### config.mk
export PLATFORM = sky130hd
export DESIGN_NAME = part_buf_top
export DESIGN_NICKNAME = d
export VERILOG_FILES = /design/src/otp_macro_pkg.sv /design/src/part_buf_pkg.sv /design/src/part_buf_fsm.sv /design/src/part_addr_gen.sv /design/src/part_buf_regs.sv /design/src/part_access_ctrl.sv /design/src/part_buf_top.sv
export SDC_FILE = /design/constraint.sdc
export NUM_CORES = 1
export LEC_CHECK = 0
export BUFFER_PORTS_ARGS = -buffer_cell sky130_fd_sc_hd__buf_2
export CORE_MARGIN = 4
export CORE_UTILIZATION = 35
export DETAILED_ROUTE_END_ITERATION = 8
export PLACE_DENSITY = 0.54
export RECOVER_POWER = 25
export SLEW_MARGIN = 20
export SYNTH_ARGS = -nofsm -noshare
export SYNTH_HDL_FRONTEND = slang
export SYNTH_HIERARCHICAL = 1
export SYNTH_SLANG_ARGS = --single-unit
### constraint.sdc
create_clock -name clk_i -period 6.4 [get_ports clk_i]
set_input_delay 0.96 -clock clk_i [delete_from_list [all_inputs] [get_ports clk_i]]
set_output_delay 0.96 -clock clk_i [all_outputs]
set_load 0.03 [all_outputs]
### src/otp_macro_pkg.sv
////////////////////
// OTP macro interface definitions
// Word and address widths, read commands and response error codes
////////////////////

package otp_macro_pkg;

  // Native macro word is one halfword of 16 bits
  parameter int OtpWidth = 16;

  // Halfword address into the macro
  parameter int OtpAddrWidth = 10;

  // Byte to halfword conversion derived from the word width
  parameter int OtpAddrShift = $clog2(OtpWidth / 8);

  // Byte address as used by the partition logic
  parameter int OtpByteAddrWidth = OtpAddrWidth + OtpAddrShift;

  // Read commands accepted by the macro
  typedef enum logic {
    Read,
    ReadRaw
  } otp_cmd_e;

  // Error code returned with every read response
  typedef enum logic [1:0] {
    OtpNoError,
    OtpEccCorrErr,
    OtpEccUncorrErr,
    OtpMacroErr
  } otp_err_e;

endpackage

### src/part_buf_pkg.sv
////////////////////
// Buffered partition definitions
// Block geometry, counter width helper, FSM states and error codes
////////////////////

package part_buf_pkg;

  // One partition block, also the width of the digest
  parameter int BlockWidth = 64;
  parameter int BlockBytes = BlockWidth / 8;

  // Byte offset of a block index within the partition
  parameter int BlockAddrShift = $clog2(BlockBytes);

  // Width of a block index for a partition of n blocks
  function automatic int cnt_width(int n);
    return (n > 1) ? $clog2(n) : 1;
  endfunction

  // Partition control states
  typedef enum logic [2:0] {
    ResetSt,
    InitSt,
    InitWaitSt,
    IdleSt,
    CnstyReadSt,
    CnstyReadWaitSt,
    ErrorSt
  } part_state_e;

  // Partition error code, sticky once latched
  typedef enum logic [2:0] {
    NoError,
    MacroError,
    MacroEccCorrError,
    MacroEccUncorrError,
    CheckFailError,
    FsmStateError
  } part_err_e;

endpackage

### src/part_buf_fsm.sv
////////////////////
// Partition control FSM
// Init reads into the buffer, consistency re-reads, error latching
// and escalation handling
////////////////////

module part_buf_fsm #(
  parameter int unsigned NumBlocks = 4
) (
  input  logic                                    clk_i,
  input  logic                                    rst_ni,
  input  logic                                    init_req_i,
  input  logic                                    cnsty_chk_req_i,
  input  logic                                    escalate_i,
  input  logic                                    otp_gnt_i,
  input  logic                                    otp_rvalid_i,
  input  logic [part_buf_pkg::BlockWidth-1:0]     otp_rdata_i,
  input  otp_macro_pkg::otp_err_e                 otp_err_i,
  input  logic [part_buf_pkg::cnt_width(NumBlocks)-1:0] cnt_i,
  input  logic [part_buf_pkg::BlockWidth-1:0]     buf_rdata_i,
  output logic                                    otp_req_o,
  output otp_macro_pkg::otp_cmd_e                 otp_cmd_o,
  output logic                                    cnt_clr_o,
  output logic                                    cnt_en_o,
  output logic                                    buf_wr_en_o,
  output logic                                    dout_unlocked_o,
  output logic                                    cnsty_chk_ack_o,
  output part_buf_pkg::part_err_e                 error_o,
  output logic                                    fsm_err_o
);

  localparam int CntWidth = part_buf_pkg::cnt_width(NumBlocks);
  localparam logic [CntWidth-1:0] LastBlock = CntWidth'(NumBlocks - 1);

  part_buf_pkg::part_state_e state_d, state_q;
  part_buf_pkg::part_err_e   error_d, error_q;
  logic                      unlocked_d, unlocked_q;
  logic                      rsp_ok;
  logic                      rsp_corr;

  // Translate a macro error code into the partition error code
  function automatic part_buf_pkg::part_err_e map_err(otp_macro_pkg::otp_err_e err);
    part_buf_pkg::part_err_e res;
    case (err)
      otp_macro_pkg::OtpEccCorrErr:   res = part_buf_pkg::MacroEccCorrError;
      otp_macro_pkg::OtpEccUncorrErr: res = part_buf_pkg::MacroEccUncorrError;
      otp_macro_pkg::OtpMacroErr:     res = part_buf_pkg::MacroError;
      default:                        res = part_buf_pkg::NoError;
    endcase
    return res;
  endfunction

  // Correctable ECC data is still usable
  assign rsp_corr = (otp_err_i == otp_macro_pkg::OtpEccCorrErr);
  assign rsp_ok   = (otp_err_i == otp_macro_pkg::OtpNoError) || rsp_corr;

  // Only ECC checked reads are issued
  assign otp_cmd_o = otp_macro_pkg::Read;

  ////////////////////
  // Next state logic
  always_comb begin
    state_d         = state_q;
    error_d         = error_q;
    unlocked_d      = unlocked_q;
    otp_req_o       = 1'b0;
    cnt_clr_o       = 1'b0;
    cnt_en_o        = 1'b0;
    buf_wr_en_o     = 1'b0;
    cnsty_chk_ack_o = 1'b0;
    fsm_err_o       = 1'b0;

    unique case (state_q)
      // Wait for the one-time init pulse
      part_buf_pkg::ResetSt: begin
        if (init_req_i) begin
          cnt_clr_o = 1'b1;
          state_d   = part_buf_pkg::InitSt;
        end
      end
      // Hold the request until the macro grants it
      part_buf_pkg::InitSt: begin
        otp_req_o = 1'b1;
        if (otp_gnt_i) begin
          state_d = part_buf_pkg::InitWaitSt;
        end
      end
      // Store the block, then read the next one or unlock
      part_buf_pkg::InitWaitSt: begin
        if (otp_rvalid_i) begin
          if (rsp_ok) begin
            buf_wr_en_o = 1'b1;
            if (cnt_i == LastBlock) begin
              unlocked_d = 1'b1;
              state_d    = part_buf_pkg::IdleSt;
            end else begin
              cnt_en_o = 1'b1;
              state_d  = part_buf_pkg::InitSt;
            end
            if (rsp_corr) begin
              error_d = part_buf_pkg::MacroEccCorrError;
            end
          end else begin
            error_d = map_err(otp_err_i);
            state_d = part_buf_pkg::ErrorSt;
          end
        end
      end
      // Start a consistency check from block 0
      part_buf_pkg::IdleSt: begin
        if (cnsty_chk_req_i) begin
          cnt_clr_o = 1'b1;
          state_d   = part_buf_pkg::CnstyReadSt;
        end
      end
      part_buf_pkg::CnstyReadSt: begin
        otp_req_o = 1'b1;
        if (otp_gnt_i) begin
          state_d = part_buf_pkg::CnstyReadWaitSt;
        end
      end
      // Compare the re-read block against the buffered copy
      part_buf_pkg::CnstyReadWaitSt: begin
        if (otp_rvalid_i) begin
          if (!rsp_ok) begin
            error_d         = map_err(otp_err_i);
            cnsty_chk_ack_o = 1'b1;
            state_d         = part_buf_pkg::ErrorSt;
          end else if (otp_rdata_i != buf_rdata_i) begin
            error_d         = part_buf_pkg::CheckFailError;
            cnsty_chk_ack_o = 1'b1;
            state_d         = part_buf_pkg::ErrorSt;
          end else begin
            if (rsp_corr) begin
              error_d = part_buf_pkg::MacroEccCorrError;
            end
            if (cnt_i == LastBlock) begin
              cnsty_chk_ack_o = 1'b1;
              state_d         = part_buf_pkg::IdleSt;
            end else begin
              cnt_en_o = 1'b1;
              state_d  = part_buf_pkg::CnstyReadSt;
            end
          end
        end
      end
      // Terminal state, output locked and checks answered at once
      part_buf_pkg::ErrorSt: begin
        unlocked_d = 1'b0;
        if (error_q == part_buf_pkg::NoError) begin
          error_d = part_buf_pkg::FsmStateError;
        end
        cnsty_chk_ack_o = cnsty_chk_req_i;
      end
      // Illegal state encoding
      default: begin
        state_d   = part_buf_pkg::ErrorSt;
        fsm_err_o = 1'b1;
      end
    endcase

    // Escalation overrides everything, pulse only on entry
    if (escalate_i && state_q != part_buf_pkg::ErrorSt) begin
      state_d   = part_buf_pkg::ErrorSt;
      error_d   = part_buf_pkg::FsmStateError;
      fsm_err_o = 1'b1;
    end
  end

  ////////////////////
  // State registers
  always_ff @(posedge clk_i or negedge rst_ni) begin
    if (!rst_ni) begin
      state_q    <= part_buf_pkg::ResetSt;
      error_q    <= part_buf_pkg::NoError;
      unlocked_q <= 1'b0;
    end else begin
      state_q    <= state_d;
      error_q    <= error_d;
      unlocked_q <= unlocked_d;
    end
  end

  assign error_o         = error_q;
  assign dout_unlocked_o = unlocked_q;

endmodule

### src/part_addr_gen.sv
////////////////////
// Block counter and OTP address calculation
////////////////////

module part_addr_gen #(
  parameter int unsigned NumBlocks  = 4,
  parameter int unsigned PartOffset = 64
) (
  input  logic                                          clk_i,
  input  logic                                          rst_ni,
  input  logic                                          cnt_clr_i,
  input  logic                                          cnt_en_i,
  output logic [part_buf_pkg::cnt_width(NumBlocks)-1:0] cnt_o,
  output logic [otp_macro_pkg::OtpAddrWidth-1:0]        otp_addr_o
);

  localparam int CntWidth = part_buf_pkg::cnt_width(NumBlocks);
  localparam int ByteAw   = otp_macro_pkg::OtpByteAddrWidth;

  // Partition base in bytes
  localparam logic [ByteAw-1:0] BaseAddr = ByteAw'(PartOffset);

  logic [CntWidth-1:0] cnt_q;
  logic [ByteAw-1:0]   byte_addr;

  // Clear wins over increment
  always_ff @(posedge clk_i or negedge rst_ni) begin
    if (!rst_ni) begin
      cnt_q <= '0;
    end else if (cnt_clr_i) begin
      cnt_q <= '0;
    end else if (cnt_en_i) begin
      cnt_q <= cnt_q + 1'b1;
    end
  end

  // Each block is BlockBytes wide
  assign byte_addr = BaseAddr + (ByteAw'(cnt_q) << part_buf_pkg::BlockAddrShift);

  // Macro is halfword addressed
  assign otp_addr_o = byte_addr[ByteAw-1:otp_macro_pkg::OtpAddrShift];

  assign cnt_o = cnt_q;

endmodule

### src/part_buf_regs.sv
////////////////////
// Partition buffer registers
// Block readback, gated data output and digest
////////////////////

module part_buf_regs #(
  parameter int unsigned NumBlocks = 4
) (
  input  logic                                          clk_i,
  input  logic                                          rst_ni,
  input  logic                                          wr_en_i,
  input  logic [part_buf_pkg::cnt_width(NumBlocks)-1:0] addr_i,
  input  logic [part_buf_pkg::BlockWidth-1:0]           wdata_i,
  input  logic                                          unlocked_i,
  output logic [part_buf_pkg::BlockWidth-1:0]           rdata_o,
  output logic [NumBlocks*part_buf_pkg::BlockWidth-1:0] data_o,
  output logic [part_buf_pkg::BlockWidth-1:0]           digest_o
);

  localparam int Bw = part_buf_pkg::BlockWidth;

  logic [Bw-1:0]           blocks_q [NumBlocks];
  logic [NumBlocks*Bw-1:0] data_flat;

  // One block written per accepted read
  always_ff @(posedge clk_i or negedge rst_ni) begin
    if (!rst_ni) begin
      blocks_q <= '{default: '0};
    end else if (wr_en_i) begin
      blocks_q[addr_i] <= wdata_i;
    end
  end

  // Block at the counter, used by the consistency compare
  assign rdata_o = blocks_q[addr_i];

  ////////////////////
  // Output packing, block 0 in the low bits
  for (genvar i = 0; i < NumBlocks; i++) begin : gen_flat
    assign data_flat[i*Bw +: Bw] = blocks_q[i];
  end

  // Nothing leaves the buffer before init has finished
  assign data_o = unlocked_i ? data_flat : '0;

  // Digest sits in the last block
  assign digest_o = blocks_q[NumBlocks-1];

endmodule

### src/part_access_ctrl.sv
////////////////////
// Software access lock aggregation
////////////////////

module part_access_ctrl #(
  parameter bit DigestWriteLock = 1'b1
) (
  input  logic                                clk_i,
  input  logic                                rst_ni,
  input  logic                                unlocked_i,
  input  logic [part_buf_pkg::BlockWidth-1:0] digest_i,
  input  logic                                wr_lock_i,
  input  logic                                rd_lock_i,
  output logic                                wr_lock_o,
  output logic                                rd_lock_o
);

  logic digest_lock;
  logic wr_lock_q, rd_lock_q;

  // Programmed digest freezes the partition contents
  assign digest_lock = DigestWriteLock && (digest_i != '0);

  // Locked out of reset, opened only after a clean init
  always_ff @(posedge clk_i or negedge rst_ni) begin
    if (!rst_ni) begin
      wr_lock_q <= 1'b1;
      rd_lock_q <= 1'b1;
    end else begin
      wr_lock_q <= !unlocked_i || wr_lock_i || digest_lock;
      rd_lock_q <= !unlocked_i || rd_lock_i;
    end
  end

  assign wr_lock_o = wr_lock_q;
  assign rd_lock_o = rd_lock_q;

endmodule

### src/part_buf_top.sv
////////////////////
// Buffered OTP partition top level
// Connects FSM, address generator, buffer and lock logic
////////////////////

module part_buf_top #(
  parameter int unsigned NumBlocks       = 4,
  parameter int unsigned PartOffset      = 64,
  parameter bit          DigestWriteLock = 1'b1
) (
  input  logic                                          clk_i,
  input  logic                                          rst_ni,
  input  logic                                          init_req_i,
  input  logic                                          cnsty_chk_req_i,
  input  logic                                          escalate_i,
  input  logic                                          access_wr_lock_i,
  input  logic                                          access_rd_lock_i,
  output logic                                          init_done_o,
  output logic                                          cnsty_chk_ack_o,
  output part_buf_pkg::part_err_e                       error_o,
  output logic                                          fsm_err_o,
  output logic                                          access_wr_lock_o,
  output logic                                          access_rd_lock_o,
  output logic [NumBlocks*part_buf_pkg::BlockWidth-1:0] data_o,
  output logic [part_buf_pkg::BlockWidth-1:0]           digest_o,
  // OTP macro
  output logic                                          otp_req_o,
  output otp_macro_pkg::otp_cmd_e                       otp_cmd_o,
  output logic [otp_macro_pkg::OtpAddrWidth-1:0]        otp_addr_o,
  input  logic                                          otp_gnt_i,
  input  logic                                          otp_rvalid_i,
  input  logic [part_buf_pkg::BlockWidth-1:0]           otp_rdata_i,
  input  otp_macro_pkg::otp_err_e                       otp_err_i
);

  logic [part_buf_pkg::cnt_width(NumBlocks)-1:0] cnt;
  logic [part_buf_pkg::BlockWidth-1:0]           buf_rdata;
  logic [part_buf_pkg::BlockWidth-1:0]           digest;
  logic cnt_clr, cnt_en, buf_wr_en, dout_unlocked;

  part_buf_fsm #(.NumBlocks(NumBlocks)) u_fsm (
    .clk_i, .rst_ni, .init_req_i, .cnsty_chk_req_i, .escalate_i,
    .otp_gnt_i, .otp_rvalid_i, .otp_rdata_i, .otp_err_i,
    .cnt_i(cnt), .buf_rdata_i(buf_rdata), .otp_req_o, .otp_cmd_o,
    .cnt_clr_o(cnt_clr), .cnt_en_o(cnt_en), .buf_wr_en_o(buf_wr_en),
    .dout_unlocked_o(dout_unlocked), .cnsty_chk_ack_o, .error_o, .fsm_err_o
  );

  part_addr_gen #(.NumBlocks(NumBlocks), .PartOffset(PartOffset)) u_addr_gen (
    .clk_i, .rst_ni, .cnt_clr_i(cnt_clr), .cnt_en_i(cnt_en),
    .cnt_o(cnt), .otp_addr_o
  );

  // Buffer is written straight from the macro response
  part_buf_regs #(.NumBlocks(NumBlocks)) u_regs (
    .clk_i, .rst_ni, .wr_en_i(buf_wr_en), .addr_i(cnt), .wdata_i(otp_rdata_i),
    .unlocked_i(dout_unlocked), .rdata_o(buf_rdata), .data_o, .digest_o(digest)
  );

  part_access_ctrl #(.DigestWriteLock(DigestWriteLock)) u_access (
    .clk_i, .rst_ni, .unlocked_i(dout_unlocked), .digest_i(digest),
    .wr_lock_i(access_wr_lock_i), .rd_lock_i(access_rd_lock_i),
    .wr_lock_o(access_wr_lock_o), .rd_lock_o(access_rd_lock_o)
  );

  // Init is done while the output is unlocked
  assign init_done_o = dout_unlocked;
  assign digest_o    = digest;

endmodule

==> summary.md <==
| Metric | Value |
|---|---|
| Crit-path cells | `buf_12 > mux4_2 > xor2_1 > nor4_1 > nand4_1 > nor4_4 > a221oi_1 > buf_2` |
| Int Power | `2.808 mW` |
| Final design utilization | `0.4228` |
| Synth warn | `6` |
| Multi-input logic area | `0.007366 mm²` |
| Combinational fraction of design power | `0.083` |
| Crit Path Category | `reg2out` |
| FF-to-FF path depth | `10` |
| Seq cells post-synth | `267` |
| Fin Setup TNS | `0 ns` |
| Fin. Hold Viols | `0` |
| Routed wire per std cell | `24.91 µm` |
| Area growth, synth to finish | `18.76%` |
| Post-route design area | `0.01785 mm²` |
| Pwr/cell area | `208.5 mW/mm²` |
| CTS clk-pin slew, worst paths | `0.06 ns` |
| Hold buffers post-CTS | `0` |
| GRT overflow | `0` |
| Starting Density | `0.3560` |
| Worst path slowest cell | `dfrtp_4` |
| Detail Route Antenna Nets | `0` |
| Clk pwr share | `0.443` |
| RSZ-0062 raised after global routing | `false` |
| Initial DRC Count | `596` |
| Crit path max fanout | `32` |
| DRC | `0` |
| Slew Limit Fails | `114` |
| DRT Wirelength | `51.32 mm` |
| Ratio of cells with drive above 1 in the final layout | `0.5224` |
| Placed inst area | `0.01692 mm²` |
| Commonest non-fill, non-tap cell in the layout | `buf_2` |
| Root Buffer | `clkbuf_16` |
| Cell family with most CP delay | `simple AND/OR/NAND/NOR gates` |
| Initial antenna violation count | `4` |
| Synth async-reset ratio | `1.000` |
| Skew-Pair Late Insertion Delay | `0.56 ns` |
| Peak Freq | `192.6 MHz` |
| Max-slew headroom | `-1.072` |
| Fin nets | `1576` |
| Commonest cells after routing, fill and taps aside | `buf_2 (404), dfrtp_1 (263), and2_1 (256), mux2_2 (252)` |
| Syn Area/Cell | `12.62 µm²` |
| Total core area | `0.04223 mm²` |
| Endpoints failing setup | `0` |
| Sw Ratio | `0.2457` |
| Reg2Reg Setup Slack | `1.99 ns` |
| Via density per instance | `5.171` |
| Critical path capture point type | `output port` |
| DRT Pass-1 Iters | `5` |
| Ports | `415` |
| Buffers and inverters on the worst path | `2` |
| Slew of the pin with the lowest slew margin | `3.109 ns` |
| CTS Buffer Depth | `3` |
| Vias in the first global route | `10980` |
| Global-route wire length before repair | `76.20 mm` |
| All-Layer GR Usage | `0.2144` |
| Port Buf Inserts | `405` |
| Clk_skew | `0.009171 ns` |
| Time the worst path needs with I/O delays and setup | `5.192 ns` |
| Post-route insts no fill | `2060` |
| Row count | `75` |
| Peak VDD IR | `0.2020 mV` |
| CP Launch Type | `register` |
| Mapped Area | `0.01503 mm²` |
| CTS tree | `built` |
| Failing checks | `max-capacitance violations, max-slew violations` |
| H-Tree Depth | `1` |
| Max-Cap Viols | `1` |
| Mapped Cells | `1191` |
| CTS Buf Count | `30` |
| Psw | `0.9147 mW` |
| Routed vias | `10650` |
| Sink Count | `267` |
| Worst EP arrival | `4.23 ns` |
| Outcome | `finished, violations left` |
| Post-synthesis sequential area ratio | `0.4446` |
| Setup Fix Bufs, Post-CTS | `0` |
| EDFF count, synth | `0` |
| GPL Wtd Cong | `0.8470` |
| Die ar. | `0.04633 mm²` |
| HP Class | `reg2reg` |
| Sequential share of power | `0.474` |
| Worst path required time | `5.44 ns` |
| Die Wd | `215.3 µm` |
| Post_cts resized | `0` |
| Crit path largest cell delay | `0.68 ns` |
| Leakage | `9.541 nW` |
| Largest net degree at the start of global routing | `116` |
| Levels on crit path | `8` |
| Final HPWL DP | `37.81 mm` |
| Fill cell count | `4071` |
| Sequential cell area | `0.006691 mm²` |
| Period Utilization, post-route | `0.8113` |
| Main flop type after synthesis | `dfrtp_1` |
| Hold depth | `1` |
| Unique cell type count in the Yosys netlist | `50` |
| Die height | `215.3 µm` |
| DP Cell Count | `2007` |
==> Yosys cell counts, drive strengths merged, types with 2 or more instances <==
library cell / count / area (µm²)
nor3b: 3 / 22.52
conb: 3 / 11.26
nor2: 11 / 41.29
or3b: 2 / 17.52
dfstp: 2 / 52.55
dfrtp: 265 / 6631
nand2: 10 / 37.54
xnor2: 2 / 17.52
nor2b: 3 / 18.77
nor4: 34 / 246.5
xor2: 64 / 560.5
inv: 3 / 11.26
nor3: 3 / 15.01
mux4: 64 / 1441
nand4: 8 / 50.05
nand2b: 4 / 25.02
nand3b: 5 / 37.54
buf: 118 / 887.1
clkbuf: 32 / 120.1
nor4b: 2 / 17.52
mux2: 258 / 2905
a221oi: 3 / 32.53
a21oi: 11 / 58.81
o21ai: 9 / 45.04
nand3: 3 / 20.02
and2: 256 / 1602
==> worst reg2reg max path, cell delays in order, from the launching register on <==
cell,delay (ns)
dfrtp_4,0.68
buf_12,0.34
mux4_2,0.60
xor2_1,0.20
nor4_1,0.61
nand4_1,0.25
nor4_4,0.59
a31oi_1,0.17
nor4bb_1,0.57
nand3b_1,0.17
a21oi_2,0.16
==> through the flow <==
step | total power, mW | hold WS [ns] | setup WS (ns)
global placement | 2.108 | 0.5030 | 1.643
CTS | 3.775 | 0.5231 | 1.009
detailed placement | 2.112 | 0.5090 | 1.618
floorplan | 1.953 | 0.4879 | 2.745
finish | 3.723 | 0.5215 | 1.208
global route | 3.869 | 0.5346 | 0.8429
==> path summary, 6_finish.rpt <==
check,end,startpoint
worst max-delay path,cnsty_chk_ack_o,u_addr_gen/cnt_o[0]
worst min-delay path,u_regs/blocks_q[92],u_regs/blocks_q[92]
worst min register to register,u_regs/blocks_q[92],u_regs/blocks_q[92]
max in group asynchronous,u_addr_gen/cnt_o[0],rst_ni
min in group asynchronous,u_regs/blocks_q[160],rst_ni
worst max register to register,u_addr_gen/cnt_o[1],u_addr_gen/cnt_o[0]
==> cell type report <==
type / instances / area share
clock buffer: 44 / 0.04780
antenna: 1 / 0.0001402
timing repair buffer: 422 / 0.1221
sequential: 267 / 0.3748
multi-input combinational: 777 / 0.4126
tap: 539 / 0.03777
clock inverter: 7 / 0.004205
inverter: 3 / 0.0006307
==> per-layer routing <==
metal,global-route usage,up-vias,share of wire
met4,0.05046,6,0.024
met1,0.2932,5499,0.44
met5,0,-,0.00088
met3,0.03743,69,0.049
met2,0.3579,332,0.49
li1,-,4746,-
==> registers in the layout (all words and copies together) (netlist names) <==
| signal | cells |
|---|---|
| u_fsm/dout_unlocked_o | 1 |
| u_fsm/state_q | 3 |
| u_regs/digest_o | 64 |
| u_access/wr_lock_o | 1 |
| u_access/rd_lock_o | 1 |
| u_addr_gen/cnt_o | 2 |
| u_regs/blocks_q | 192 |
| u_fsm/error_o | 3 |
==> power groups by stage <==
stage	clock [mW]	sequential, mW	combinational [mW]
CTS	1.69	1.76	0.319
finish	1.65	1.76	0.310
floorplan	0	1.78	0.177
global route	1.76	1.77	0.337
detailed placement	0	1.79	0.317
global placement	0	1.79	0.314
==> cells by family (layout without fill, tap and decap cells) <==
kind of cell              Yosys count  in the layout  synth area share
xor gates and xnor gates           66             66           0.03845
other                               3             10         0.0007490
DFF                               267            267            0.4446
buffers and inverters             153            476           0.06775
and+or+nand+nor                   347            347            0.1447
muxes                             322            322            0.2891
AOI/OAI and AO/OA                  33             33           0.01457
No activity file was read; power rests on OpenSTA's default activity.
